$ cat config.mk
export PLATFORM = sky130hd
export DESIGN_NAME = pipeline_top
export DESIGN_NICKNAME = d
export VERILOG_FILES = /design/src/verilog/pipeline_pkg.sv /design/src/verilog/regfile.sv /design/src/verilog/decode_stage.sv /design/src/verilog/execute_stage.sv /design/src/verilog/pipeline_top.sv
export SDC_FILE = /design/constraint.sdc
export NUM_CORES = 1
export LEC_CHECK = 0
export BUFFER_PORTS_ARGS = -buffer_cell sky130_fd_sc_hd__buf_2
export CAP_MARGIN = 10
export CORE_MARGIN = 5
export CORE_UTILIZATION = 65
export CTS_BUF_LIST = sky130_fd_sc_hd__clkbuf_4
export DETAILED_ROUTE_END_ITERATION = 8
export PLACE_DENSITY = 0.82
export SYNTH_ARGS = -nofsm -noshare
export SYNTH_HDL_FRONTEND = slang
export SYNTH_HIERARCHICAL = 1
export SYNTH_SLANG_ARGS = --single-unit
$ cat constraint.sdc
create_clock -name clk -period 4.6 [get_ports clk]
set_input_delay 0.46 -clock clk [delete_from_list [all_inputs] [get_ports clk]]
set_output_delay 0.46 -clock clk [all_outputs]
set_load 0.02 [all_outputs]
$ cat src/verilog/pipeline_pkg.sv
package pipeline_pkg;

	// datapath and register file sizes
	localparam int data_w     = 8;
	localparam int reg_addr_w = 5;
	localparam int num_regs   = 1 << reg_addr_w;

	// instruction opcodes, codes 7..31 behave as op_nop
	typedef enum logic [4:0] {
		op_nop = 5'd0,
		op_add = 5'd1,
		op_sub = 5'd2,
		op_and = 5'd3,
		op_or  = 5'd4,
		op_xor = 5'd5,
		op_li  = 5'd6
	} opcode_e;

	// 20-bit instruction word, msb first
	typedef struct packed {
		opcode_e               opcode;
		logic [reg_addr_w-1:0] rd;
		logic [reg_addr_w-1:0] rs2;
		logic [reg_addr_w-1:0] rs1;
	} instr_t;

	// alu operations
	typedef enum logic [2:0] {
		alu_add,
		alu_sub,
		alu_and,
		alu_or,
		alu_xor,
		alu_pass_b
	} alu_op_e;

	typedef struct packed {
		logic    wr_en;
		alu_op_e alu_op;
	} ctrl_t;

	// decode-execute register
	typedef struct packed {
		logic                  valid;
		ctrl_t                 ctrl;
		logic [reg_addr_w-1:0] rd;
		logic [reg_addr_w-1:0] rs1;
		logic [reg_addr_w-1:0] rs2;
		logic [data_w-1:0]     src_a;
		logic [data_w-1:0]     src_b;
	} de_stage_t;

	// execute-writeback register
	typedef struct packed {
		logic                  valid;
		logic [reg_addr_w-1:0] rd;
		logic [data_w-1:0]     data;
	} wb_stage_t;

endpackage

$ cat src/verilog/regfile.sv
`timescale 1ns/1ps

module regfile (
	input  logic                                clk,
	input  logic                                rst,
	input  logic [pipeline_pkg::reg_addr_w-1:0] rd_addr_a,
	input  logic [pipeline_pkg::reg_addr_w-1:0] rd_addr_b,
	output logic [pipeline_pkg::data_w-1:0]     rd_data_a,
	output logic [pipeline_pkg::data_w-1:0]     rd_data_b,
	input  logic                                wr_en,
	input  logic [pipeline_pkg::reg_addr_w-1:0] wr_addr,
	input  logic [pipeline_pkg::data_w-1:0]     wr_data
);

	logic [pipeline_pkg::data_w-1:0] regs [pipeline_pkg::num_regs];

	// write port, the whole array clears on reset
	always_ff @(posedge clk) begin
		if (rst) begin
			for (int i = 0; i < pipeline_pkg::num_regs; i++) begin
				regs[i] <= '0;
			end
		end else if (wr_en) begin
			regs[wr_addr] <= wr_data;
		end
	end

	// read ports with write-through
	// covers an instruction two slots behind its producer
	assign rd_data_a = (wr_en && (wr_addr == rd_addr_a)) ? wr_data : regs[rd_addr_a];
	assign rd_data_b = (wr_en && (wr_addr == rd_addr_b)) ? wr_data : regs[rd_addr_b];

endmodule

$ cat src/verilog/decode_stage.sv
`timescale 1ns/1ps

module decode_stage (
	input  logic                                clk,
	input  logic                                rst,
	input  logic                                instr_valid,
	input  pipeline_pkg::instr_t                instr,
	output logic [pipeline_pkg::reg_addr_w-1:0] rf_addr_a,
	output logic [pipeline_pkg::reg_addr_w-1:0] rf_addr_b,
	input  logic [pipeline_pkg::data_w-1:0]     rf_data_a,
	input  logic [pipeline_pkg::data_w-1:0]     rf_data_b,
	output pipeline_pkg::de_stage_t             de
);

	pipeline_pkg::ctrl_t             ctrl;
	logic                            is_op;
	logic                            is_li;
	logic [pipeline_pkg::data_w-1:0] imm;
	logic [pipeline_pkg::data_w-1:0] src_b;

	////////////////////////////////////////
	// operand fetch
	////////////////////////////////////////

	assign rf_addr_a = instr.rs1;
	assign rf_addr_b = instr.rs2;

	// immediate sits in the rs2 and rs1 fields
	assign imm   = instr[pipeline_pkg::data_w-1:0];
	assign is_li = (instr.opcode == pipeline_pkg::op_li);
	assign src_b = is_li ? imm : rf_data_b;

	////////////////////////////////////////
	// control decode
	////////////////////////////////////////

	always_comb begin
		is_op       = 1'b1;
		ctrl.alu_op = pipeline_pkg::alu_add;
		case (instr.opcode)
			pipeline_pkg::op_add: ctrl.alu_op = pipeline_pkg::alu_add;
			pipeline_pkg::op_sub: ctrl.alu_op = pipeline_pkg::alu_sub;
			pipeline_pkg::op_and: ctrl.alu_op = pipeline_pkg::alu_and;
			pipeline_pkg::op_or:  ctrl.alu_op = pipeline_pkg::alu_or;
			pipeline_pkg::op_xor: ctrl.alu_op = pipeline_pkg::alu_xor;
			pipeline_pkg::op_li:  ctrl.alu_op = pipeline_pkg::alu_pass_b;
			// op_nop and every undefined code
			default: is_op = 1'b0;
		endcase
		// r0 stays zero, so a write to it is dropped here
		ctrl.wr_en = is_op && (instr.rd != '0);
	end

	////////////////////////////////////////
	// decode-execute register
	////////////////////////////////////////

	always_ff @(posedge clk) begin
		de.ctrl  <= ctrl;
		de.rd    <= instr.rd;
		de.rs1   <= instr.rs1;
		de.rs2   <= instr.rs2;
		de.src_a <= rf_data_a;
		de.src_b <= src_b;
		if (rst) begin
			de.valid <= 1'b0;
		end else begin
			de.valid <= instr_valid;
		end
	end

endmodule

$ cat src/verilog/execute_stage.sv
`timescale 1ns/1ps

module execute_stage (
	input  logic                    clk,
	input  logic                    rst,
	input  pipeline_pkg::de_stage_t de,
	output pipeline_pkg::wb_stage_t wb
);

	logic                            fwd_a;
	logic                            fwd_b;
	logic                            uses_imm;
	logic [pipeline_pkg::data_w-1:0] op_a;
	logic [pipeline_pkg::data_w-1:0] op_b;
	logic [pipeline_pkg::data_w-1:0] result;

	////////////////////////////////////////
	// forwarding
	////////////////////////////////////////

	// pass_b carries the immediate of op_li, never a register
	assign uses_imm = (de.ctrl.alu_op == pipeline_pkg::alu_pass_b);

	// the instruction just ahead sits in wb and has not reached the regfile yet
	// wb.valid is never set for rd 0, so r0 cannot match
	assign fwd_a = wb.valid && (wb.rd == de.rs1);
	assign fwd_b = wb.valid && (wb.rd == de.rs2) && !uses_imm;

	assign op_a = fwd_a ? wb.data : de.src_a;
	assign op_b = fwd_b ? wb.data : de.src_b;

	////////////////////////////////////////
	// alu
	////////////////////////////////////////

	// results wrap modulo 256
	always_comb begin
		case (de.ctrl.alu_op)
			pipeline_pkg::alu_add:    result = op_a + op_b;
			pipeline_pkg::alu_sub:    result = op_a - op_b;
			pipeline_pkg::alu_and:    result = op_a & op_b;
			pipeline_pkg::alu_or:     result = op_a | op_b;
			pipeline_pkg::alu_xor:    result = op_a ^ op_b;
			pipeline_pkg::alu_pass_b: result = op_b;
			default:                  result = op_b;
		endcase
	end

	////////////////////////////////////////
	// execute-writeback register
	////////////////////////////////////////

	always_ff @(posedge clk) begin
		wb.rd   <= de.rd;
		wb.data <= result;
		if (rst) begin
			wb.valid <= 1'b0;
		end else begin
			// bubbles, nops and writes to r0 leave wb idle
			wb.valid <= de.valid && de.ctrl.wr_en;
		end
	end

endmodule

$ cat src/verilog/pipeline_top.sv
`timescale 1ns/1ps

module pipeline_top (
	input  logic                    clk,
	input  logic                    rst,
	input  logic                    instr_valid,
	input  pipeline_pkg::instr_t    instr,
	output pipeline_pkg::wb_stage_t wb
);

	// decode to regfile read ports
	logic [pipeline_pkg::reg_addr_w-1:0] rf_addr_a;
	logic [pipeline_pkg::reg_addr_w-1:0] rf_addr_b;
	logic [pipeline_pkg::data_w-1:0]     rf_data_a;
	logic [pipeline_pkg::data_w-1:0]     rf_data_b;

	// decode to execute
	pipeline_pkg::de_stage_t de;

	////////////////////////////////////////
	// decode
	////////////////////////////////////////

	decode_stage decode_i (
		.clk         (clk),
		.rst         (rst),
		.instr_valid (instr_valid),
		.instr       (instr),
		.rf_addr_a   (rf_addr_a),
		.rf_addr_b   (rf_addr_b),
		.rf_data_a   (rf_data_a),
		.rf_data_b   (rf_data_b),
		.de          (de)
	);

	// write port fed straight from the wb register
	regfile regfile_i (
		.clk       (clk),
		.rst       (rst),
		.rd_addr_a (rf_addr_a),
		.rd_addr_b (rf_addr_b),
		.rd_data_a (rf_data_a),
		.rd_data_b (rf_data_b),
		.wr_en     (wb.valid),
		.wr_addr   (wb.rd),
		.wr_data   (wb.data)
	);

	////////////////////////////////////////
	// execute and writeback
	////////////////////////////////////////

	execute_stage execute_i (
		.clk (clk),
		.rst (rst),
		.de  (de),
		.wb  (wb)
	);

endmodule

[After elaboration in Yosys (flattened, before gate mapping)]
Memories as Yosys holds them, arrays and structs flattened.
Index checks and enable logic that the tools add are counted.
Operators by class
  add/sub/neg operators: 2
  equal/unequal tests: 15
  multiplexer cells: 16
  bitwise operators: 3
  reduce and logical (&&, ||, !) cells: 12
Operators by type and width (count)
  $mux W8: 6
  $pmux W8 S5: 1
  $eq A5 B5 Y1: 4
  $eq A5 B3 Y1 const B: 3
  $pmux W3 S5: 1
  $eq A5 B2 Y1 const B: 2
  $add A8 B8 Y8: 1
  $and A8 B8 Y8: 1
  $or A8 B8 Y8: 1
  $reduce_or A8 Y1: 1
  $sub A8 B8 Y8: 1
  $xor A8 B8 Y8: 1
  $logic_and A1 B1 Y1: 7
  $mux W1: 7
  $eq A3 B2 Y1 const B: 2
  $eq A3 B3 Y1 const B: 2
  $reduce_or A6 Y1: 1
  $eq A5 B1 Y1 const B: 1
  $mux W5: 1
  $reduce_bool A5 Y1: 1
  $eq A3 B1 Y1 const B: 1
  $logic_not A3 Y1: 1
  $logic_not A1 Y1: 1
Storage, ports and cells
  register bits after elaboration: 50
  bits in writable memories: 256
  input bits: 23
  output and inout port bits: 14
  logic and storage cells: 60
  memories kept: 1
Memory list
  regfile_i.regs: depth 32, width 8, read ports 2, clocked after Yosys merged registers in 0, wr ports 32, line regfile.sv:15  | logic [pipeline_pkg::data_w-1:0] regs [pipeline_pkg::num_regs];

[Logic depth before layout (Yosys ltp)]
Gate-level depths: netlist (run 1).
  depth after elaboration: 6
  depth in mapped cells: 16
  depth with buffers taken out: 15

[Cells and area by module]
The synthesis (run 1) kept the hierarchy.
By module, submodules not included
  regfile: times used 1, cells an instance 1014, area an instance 14562.7 um^2, seq. area each 7687.4 um^2
  execute_stage: times used 1, cells an instance 208, area an instance 1694.1 um^2, seq. area each 280.3 um^2
  decode_stage: times used 1, cells an instance 72, area an instance 1027.2 um^2, seq. area each 720.7 um^2

[Least setup slack after synthesis (run 1)]
OpenSTA, ideal clock, no wires.
  path type: register to register
  start point: register execute_i/wb[8] (netlist name)
  end point: register execute_i/wb[7] (netlist name)
  library setup time: 0.087 ns
  arrival time: 3.430 ns
  data required time: 4.513 ns
  setup slack: 1.083 ns
  stages on the path, launching flop included: 15
  path buffers: 1
  clock period less this slack: 3.517 ns
  cells stage by stage: dfxtp_1 > xnor2_1 > nand4_1 > nor2_2 > buf_2 > mux2i_1 > inv_1 > xnor2_1 > ha_1 > nand3_1 > nand2_1 > a41o_1 > o41ai_1 > xor3_1 > o31ai_1
Between the ends
  cells in the longest elaborated chain, start to end: 6
  elaborated cells on any way between the ends: 13
  classes of those cells: add/sub (2); eq/ne (2); mux (3); bitwise (3); reduce/logical (3)
RTL lines
  $eq A5 B5 Y1: line execute_stage.sv:27  | assign fwd_b = wb.valid && (wb.rd == de.rs2) && !uses_imm;
  $logic_and A1 B1 Y1 (2 in a row): line execute_stage.sv:27
  $mux W8: line execute_stage.sv:30  | assign op_b = fwd_b ? wb.data : de.src_b;
  $sub A8 B8 Y8 (tied with other cells): line execute_stage.sv:40  | pipeline_pkg::alu_sub: result = op_a - op_b;
  $pmux W8 S5 *: line execute_stage.sv:38  | case (de.ctrl.alu_op)
  named net execute_i.result, one bit: line execute_stage.sv:15  | logic [pipeline_pkg::data_w-1:0] result;
The timed path passes the listed nets; every way through them passes the cells marked *.
A chain may end at the register's enable or synchronous reset.

[Worst setup path after layout (run 1)]
  start point: register execute_i/wb[11] (netlist name)
  end point: register execute_i/wb[7] (netlist name)
Between the ends
  cells in the longest elaborated chain, start to end: 6
  elaborated cells on any way between the ends: 13
  classes of those cells: add/sub (2); eq/ne (2); mux (3); bitwise (3); reduce/logical (3)
RTL lines (line)
  $eq A5 B5 Y1: execute_stage.sv:27
  $logic_and A1 B1 Y1 (2 in a row): execute_stage.sv:27
  $mux W8: execute_stage.sv:30
  $sub A8 B8 Y8 (tied with other cells): execute_stage.sv:40
  $pmux W8 S5 *: execute_stage.sv:38
  named net execute_i.result, one bit: execute_stage.sv:15
Marked as above.

==> qor.yml, run 1 <==
run_status:
  outcome: "complete, no violations"
timing:
  fin_crit_sh_pct: 84.7
  finClkSkew_ns: 0.0492
  finalSetupViolations: 0
  setup_tns_ns: 0
  fmax_mhz: 257
  worst_slew_pin_slew_ns: 1.03
  rsz0062_at_grt: "false"
  max_slew_margin_pct: 31.7
  slew_viol_final: 0
  min_period_ns: 3.90
  final_hold_viol_count: 0
synthesis:
  yosys.area.top_type_share_pct: 44.5
  seq_area_frac_synth_pct: 50.3
  ys_ff_latch: 306
  ys.warnings.count: 6
  synth_edf_count: 256
  synthXorXnorAreaFrac_pct: 1.71
  netlist_area_um2: 17300
  syn_inst: 1294
  synth-adder-area-share_pct: 1.49
  yosysMostFrequentCell: "and2_1"
  ys_top_cells_by_count: "260 x and2_1, 256 x edfxtp_1, 89 x mux4_2"
  ys.flop_type: "edfxtp_1"
  avgSynthCellArea_um2: 13.4
  async_flop_share_pct: 0
  syn_nets: 1337
  yosys.area.top_type: "edfxtp_1"
  yosys.area_share.simple_pct: 17.1
  synthMuxAreaShare_pct: 19.2
  synth_compound_area_share_pct: 5.81
  synthDistinctLibCells: 84
  synth_top_family_by_area: "multiplexers"
  yosys-top-cells-area: "edfxtp_1 44%, mux4_2 12%, and2_1 9.4%, dfxtp_1 5.8%, mux4_1 4.3%"
placement:
  place_area_um2: 17500
  placed_cells: 1600
  gp_congestion: 0.979
  portBuffers: 36
  dp_hpwl_um: 30200
finish:
  final_layout_size_suffix_gt1_share_pct: 24.9
  finalInstanceArea_um2: 18500
  area_growth_pct: 7.22
  fin_cells: 1745
  nets: 1398
detailed_routing:
  drt_wl_total_um: 46100
  post_drt_wl_per_cell_um: 26.4
  drc: 0
  drt_iter0_drc: 1728
  via_count: 11861
  drtPass1Iterations: 8
  postRouteAntennaNets: 0
  viasPerCell: 6.80
grt:
  grt_util_met1_pct: 39.2
  met3_usage_pct: 7.93
  grt_busiest_layer: "met2"
  grt_pass1_wl_um: 69600
  met2_usage_pct: 49.0
  grt_max_degree: 53
  grt_overflow_total: 0
  grt_pass1_vias: 11795
  grt_use_total_pct: 30.3
  antenna_found_initial: 1
clock_tree:
  cts_setup_buffers: 0
  cts_hold_buf: 9
  clk_latency_ns: 0.70
  cts-root-buf: "clkbuf_4"
  cts_tree: "yes"
  clk_pin_slew_ns: 0.09
  cts_resized: 0
  numCtsBuffers: 79
  htree_levels: 3
  clock-sinks: 306
  cts_buffer_depth: 3
pwr:
  leakagePower_nw: 7.15
  power_density_nw_per_um2: 379
  ir_worst_vdd_mv: 0.235
job:
  cap_violations: 0
setup_path:
  crit_type: "register to register"
  critPathRequiredTime_ns: 5.20
  crit_path_max_fanout: 13
  critPathCaptureType: "register"
  cp.arrival_ns: 4.50
  crit_path_start_kind: "register"
die:
  fp.coreArea_um2: 26100
  io_pins: 37
  initial_core_util_pct: 66.1
  die_w_um: 173
  die_y_um: 173
  fp-row-count: 59
  die_area_um2: 30000
hold_path:
  min_path_type: "primary input to register"
flip-flops by register name, summed over array words and instances (netlist names):
register	count
execute_i/wb	14
regfile_i/regs	256
decode_i/de	36
area by class of cell:
type / instances / area [um^2]
sequential: 306 / 8690
multi-input combinational: 869 / 7830
fill: 1727 / 7600
clock buffer: 110 / 826
timing repair buffer: 79 / 533
tap: 335 / 419
clock inverter: 25 / 158
inverter: 20 / 75.1
antenna: 1 / 2.50
metrics by stage:
step,worst slack [ns],hold slack [ns],utilization [%],power [mW]
finish,0.702,0.0865,70.9,7.02
global route,0.436,0.0560,70.9,7.30
floorplan,1.08,0.310,-,4.21
global placement,0.964,0.317,66.8,4.69
detailed placement,0.840,0.315,66.8,4.72
CTS,0.800,0.0618,70.9,7.01
placed cells by master (no fill, tap or decap), types with 8 or more instances in the layout:
cell / instances
xnor2_1: 15
buf_2: 33
mux4_2: 89
ha_1: 19
nand3b_1: 9
a221oi_1: 10
xor2_1: 16
mux2_2: 15
nor3_1: 8
and2_1: 260
buf_4: 37
nor2b_1: 10
clkinv_1: 15
nor2_1: 67
nand2b_1: 13
edfxtp_1: 256
o22ai_1: 34
nand3_1: 11
o21ai_0: 9
a22oi_1: 12
or2_2: 27
clkbuf_4: 110
a21oi_1: 20
o21a_1: 11
nand2_1: 59
mux4_1: 28
mux2i_1: 32
inv_1: 19
dfxtp_1: 50
dlygate4sd3_1: 9
routing by layer:
metal / vias up / wire [um]
met3: 167 / 5220
met4: 0 / 2130
met2: 856 / 22300
li1: 5042 / -
met5: - / 0
met1: 5796 / 16500
final timing paths:
path,startpoint,end,slack (ns),cells after the start
min reg2reg,decode_i/de[27],execute_i/wb[9],0.31,0
max,execute_i/wb[11],execute_i/wb[7],0.70,13
max reg2reg,execute_i/wb[11],execute_i/wb[7],0.70,13
min,instr[18],decode_i/de[34],0.09,4
cell families (layout without fill, tap and decap cells):
| group | after synthesis | after routing |
|---|---|---|
| and+or+nand+nor | 509 | 509 |
| DFF | 306 | 306 |
| muxes | 171 | 171 |
| AOI/OAI and AO/OA | 137 | 137 |
| buffers and inverters | 119 | 234 |
| xor gates and xnor gates | 32 | 32 |
| adders and majority gates | 20 | 20 |
| other | 0 | 1 |
critical path: stages (launching register included):
cell	delay [ns]
dfxtp_1	0.66
xnor2_1	0.19
o211ai_1	0.16
nor2_2	0.24
mux2i_1	0.42
a21oi_1	0.12
xor2_1	0.26
inv_1	0.09
ha_1	0.28
a21o_1	0.17
a41o_1	0.26
o41ai_1	0.29
xor3_1	0.47
o31ai_1	0.20
report_power, final:
group | internal [mW] | switching, mW
clock | 1.22 | 1.09
sequential | 3.14 | 0.129
combinational | 0.489 | 0.947
total | 4.85 | 2.17
Power figures use the tool's default switching activity.
==> inputs of run 2 (changes only) <==
CORE_UTILIZATION = 59   (was 65)
PLACE_DENSITY = 0.79   (was 0.82)
clock period = 3.45 ns   (was 4.6 ns; I/O delays follow)
==> run 2 against run 1 <==
Against the previous run:
- clock-buffer cell count increased by 12
- worst setup slack got worse by 0.53 ns
- register-to-register slack lost 0.53 ns
- non-clock buffer count is 44 higher
- maximum frequency up 19%
- hold slack got worse by 0.031 ns
- via count rose by 0.97%
- sequential power up 34%
- design area rose by 3.2%
- clock power grew 47%
- die area up 9.6%
- cell count up 5.8%
- critical path type unchanged
- largest power group unchanged
- highest routed layer is now met5
==> qor.yml, run 2 (synthesis gave the netlist of run 1 again) <==
detailed_routing:
  drtPass1Iterations: 5  # -3
  drt_wl_total_um: 48200  # +4.7%
  drc: 0  # unchanged
  drt_iter0_drc: 1379  # -20%
  postRouteAntennaNets: 0  # unchanged
  post_drt_wl_per_cell_um: 26.1  # -1.1%
  via_count: 11976  # +0.97%
  viasPerCell: 6.49  # -4.6%
hold_path:
  min_path_type: "primary input to register"
  holdPathEnd: "decode_i/de[21]"
  min_from: "instr[0]"
  hold_depth: 1  # -3
pwr:
  pwr-share-comb_pct: 20.4  # about the same
  p_sw_mw: 2.96  # +36%
  power_density_nw_per_um2: 510  # +35%
  leakagePower_nw: 7.45  # +4.2%
  internal_power_mw: 6.79  # +40%
  power_frac_seq_pct: 44.8  # -1.8 points
  netSwitchingFraction_pct: 30.4  # -0.54 points
  power_frac_clock_pct: 34.8  # +1.9 points
  ir_worst_vdd_mv: 0.391  # +67%
job:
  cap_violations: 0  # unchanged
timing:
  finalSetupViolations: 0  # unchanged
  fin_crit_sh_pct: 94.9  # +10 points
  finClkSkew_ns: 0.0558  # +0.00657 ns
  max_slew_margin_pct: 51.0  # +19 points
  worst_slew_pin_slew_ns: 0.733  # -0.292 ns
  setup_tns_ns: 0  # unchanged
  min_period_ns: 3.27  # -0.625 ns
  rsz0062_at_grt: "false"
  fmax_mhz: 305  # +19%
  final_hold_viol_count: 0  # unchanged
  slew_viol_final: 0  # unchanged
  timing.final.ws_setup_ns: 0.177  # -0.525 ns
finish:
  layout_commonest_cell: "and2_1"
  nets: 1441  # +3.1%
  reg_top3: "regfile_i/regs (256), decode_i/de (36), execute_i/wb (14)"
  top_register: "regfile_i/regs"
  largest_reg_flops: 256  # unchanged
  final_layout_size_suffix_gt1_share_pct: 27.3  # +2.4 points
  final_cell_mix: "260 x and2_1, 256 x edfxtp_1, 122 x clkbuf_4"
  area_growth_pct: 10.6
setup_path:
  critPathRequiredTime_ns: 4.07  # -1.13 ns
  crit_path_max_fanout: 9  # -4
  r2r-start: "execute_i/wb[10]"
  critPathCaptureType: "register"
  reg2reg_depth: 13  # unchanged
  r2r_end: "execute_i/wb[7]"
  max_stage_delay_ns: 0.40  # -0.26 ns
  crit_type: "register to register"
  crit_path_start_kind: "register"
  cp.arrival_ns: 3.89  # -0.61 ns
  critPathSlowestCell: "dfxtp_1"
  r2r_slack_ns: 0.18  # -0.53 ns
  path_cells: "xnor2_1 -> nand4_1 -> nor2_4 -> buf_4 -> mux2_2 -> xor2_1 -> ha_1 -> nand3_1 -> nand2_1 -> a41o_1 -> o41ai_4 -> xor3_1 -> o31ai_1"
die:
  die_w_um: 181  # +4.7%
  die_area_um2: 32800  # +9.6%
  io_pins: 37  # unchanged
  initial_core_util_pct: 60.1  # -6.1 points
  fp.coreArea_um2: 28800  # +10%
  fp-row-count: 62  # +5.1%
  die_y_um: 181  # +4.7%
placement:
  portBuffers: 36  # unchanged
  dp_hpwl_um: 31700  # +5.0%
  place_ws_ns: 0.0150  # -0.825 ns
  gp_congestion: 0.943  # -3.7%
clock_tree:
  cts_tree: "yes"
  clock-sinks: 306  # unchanged
  clk_latency_ns: 0.74  # +0.04 ns
  clk_pin_slew_ns: 0.09  # about the same
  htree_levels: 3  # unchanged
  cts_buffer_depth: 3  # unchanged
  cts-root-buf: "clkbuf_4"
  numCtsBuffers: 78  # -1.3%
grt:
  grt_pass1_vias: 12089  # +2.5%
  grt_overflow_total: 0  # unchanged
  antenna_found_initial: 4  # +3
  grt_pass1_wl_um: 72700  # +4.5%
  grt_use_total_pct: 29.1  # -1.2 points
  grt_max_degree: 38  # -28%
run_status:
  outcome: "complete, no violations"
[run 2: cell types whose count changed in the layout (fill, tap and decap cells not counted), sizes merged, moves of 2 or more]
cell         change
buf             +37
clkbuf          +12
dlygate4sd3      +7
clkinv           -6
diode            +3
bufinv           +2
inv              -2
[run 2: metal layers]
metal | vias to the layer above | GRT usage [%] | routed length (um)
met5 | - | 0 | 11
li1 | 5120 | - | -
met1 | 5880 | 37.6 | 17600
met3 | 156 | 7.16 | 5370
met2 | 818 | 47.1 | 22900
met4 | 2 | 12.9 | 2310
[run 2: worst max path at each step]
stage                           from  depth (start not counted)  slack, ns         endpoint
finish              execute_i/wb[10]                         13       0.18  execute_i/wb[7]
floorplan           execute_i/wb[12]                         14       0.04  execute_i/wb[7]
CTS                 execute_i/wb[10]                         13       0.06  execute_i/wb[7]
global placement    execute_i/wb[10]                         13       0.08  execute_i/wb[7]
detailed placement  execute_i/wb[10]                         13       0.01  execute_i/wb[7]
global route        execute_i/wb[10]                         13       0.03  execute_i/wb[7]
[run 2: through the flow]
stage	area [um^2]	power (mW)	util (%)	hold WS, ns	instances
2_1_floorplan	17300	5.62	-	0.310	1294
3_3_place_gp	17800	6.32	61.9	0.316	1685
3_5_place_dp	17800	6.37	61.9	0.314	1685
4_1_cts	19100	9.73	66.3	0.0509	1841
5_1_grt	19100	10.2	66.4	0.0358	1846
6_report	19100	9.75	66.4	0.0556	1846
[run 2: final cells by class]
type / count / area (um^2)
Sequential cell: 306 / 8690
Clock buffer: 122 / 916
Inverter: 20 / 75.1
Clock inverter: 18 / 176
Timing Repair Buffer: 123 / 918
Antenna cell: 4 / 10.0
Multi-Input combinational cell: 869 / 7850
Fill cell: 2042 / 9660
Tap cell: 384 / 480
[run 2: power by group through the flow]
stage	clock network (mW)	registers [mW]	logic, mW
detailed placement	0	4.44	1.92
global placement	0	4.44	1.89
finish	3.39	4.37	1.99
global route	3.65	4.39	2.11
CTS	3.42	4.37	1.95
floorplan	0	4.47	1.15
[run 2: worst max-delay path, delay by kind of cell (launching register included)]
kind | cells | cell delay [ns]
AOI/OAI and AO/OA | 3 | 0.67
and+or+nand+nor | 4 | 0.60
adders and majority gates | 1 | 0.33
muxes | 1 | 0.37
xor gates and xnor gates | 3 | 0.60
buffers and inverters | 1 | 0.20
DFF | 1 | 0.40
[run 2: timing repair]
action	in CTS	in global routing
pin swaps	0	3
gates resized for setup	2	1
setup endpoints to repair	1	1
hold endpoints to repair	14	0
setup buffers	0	1
hold buffers	16	0
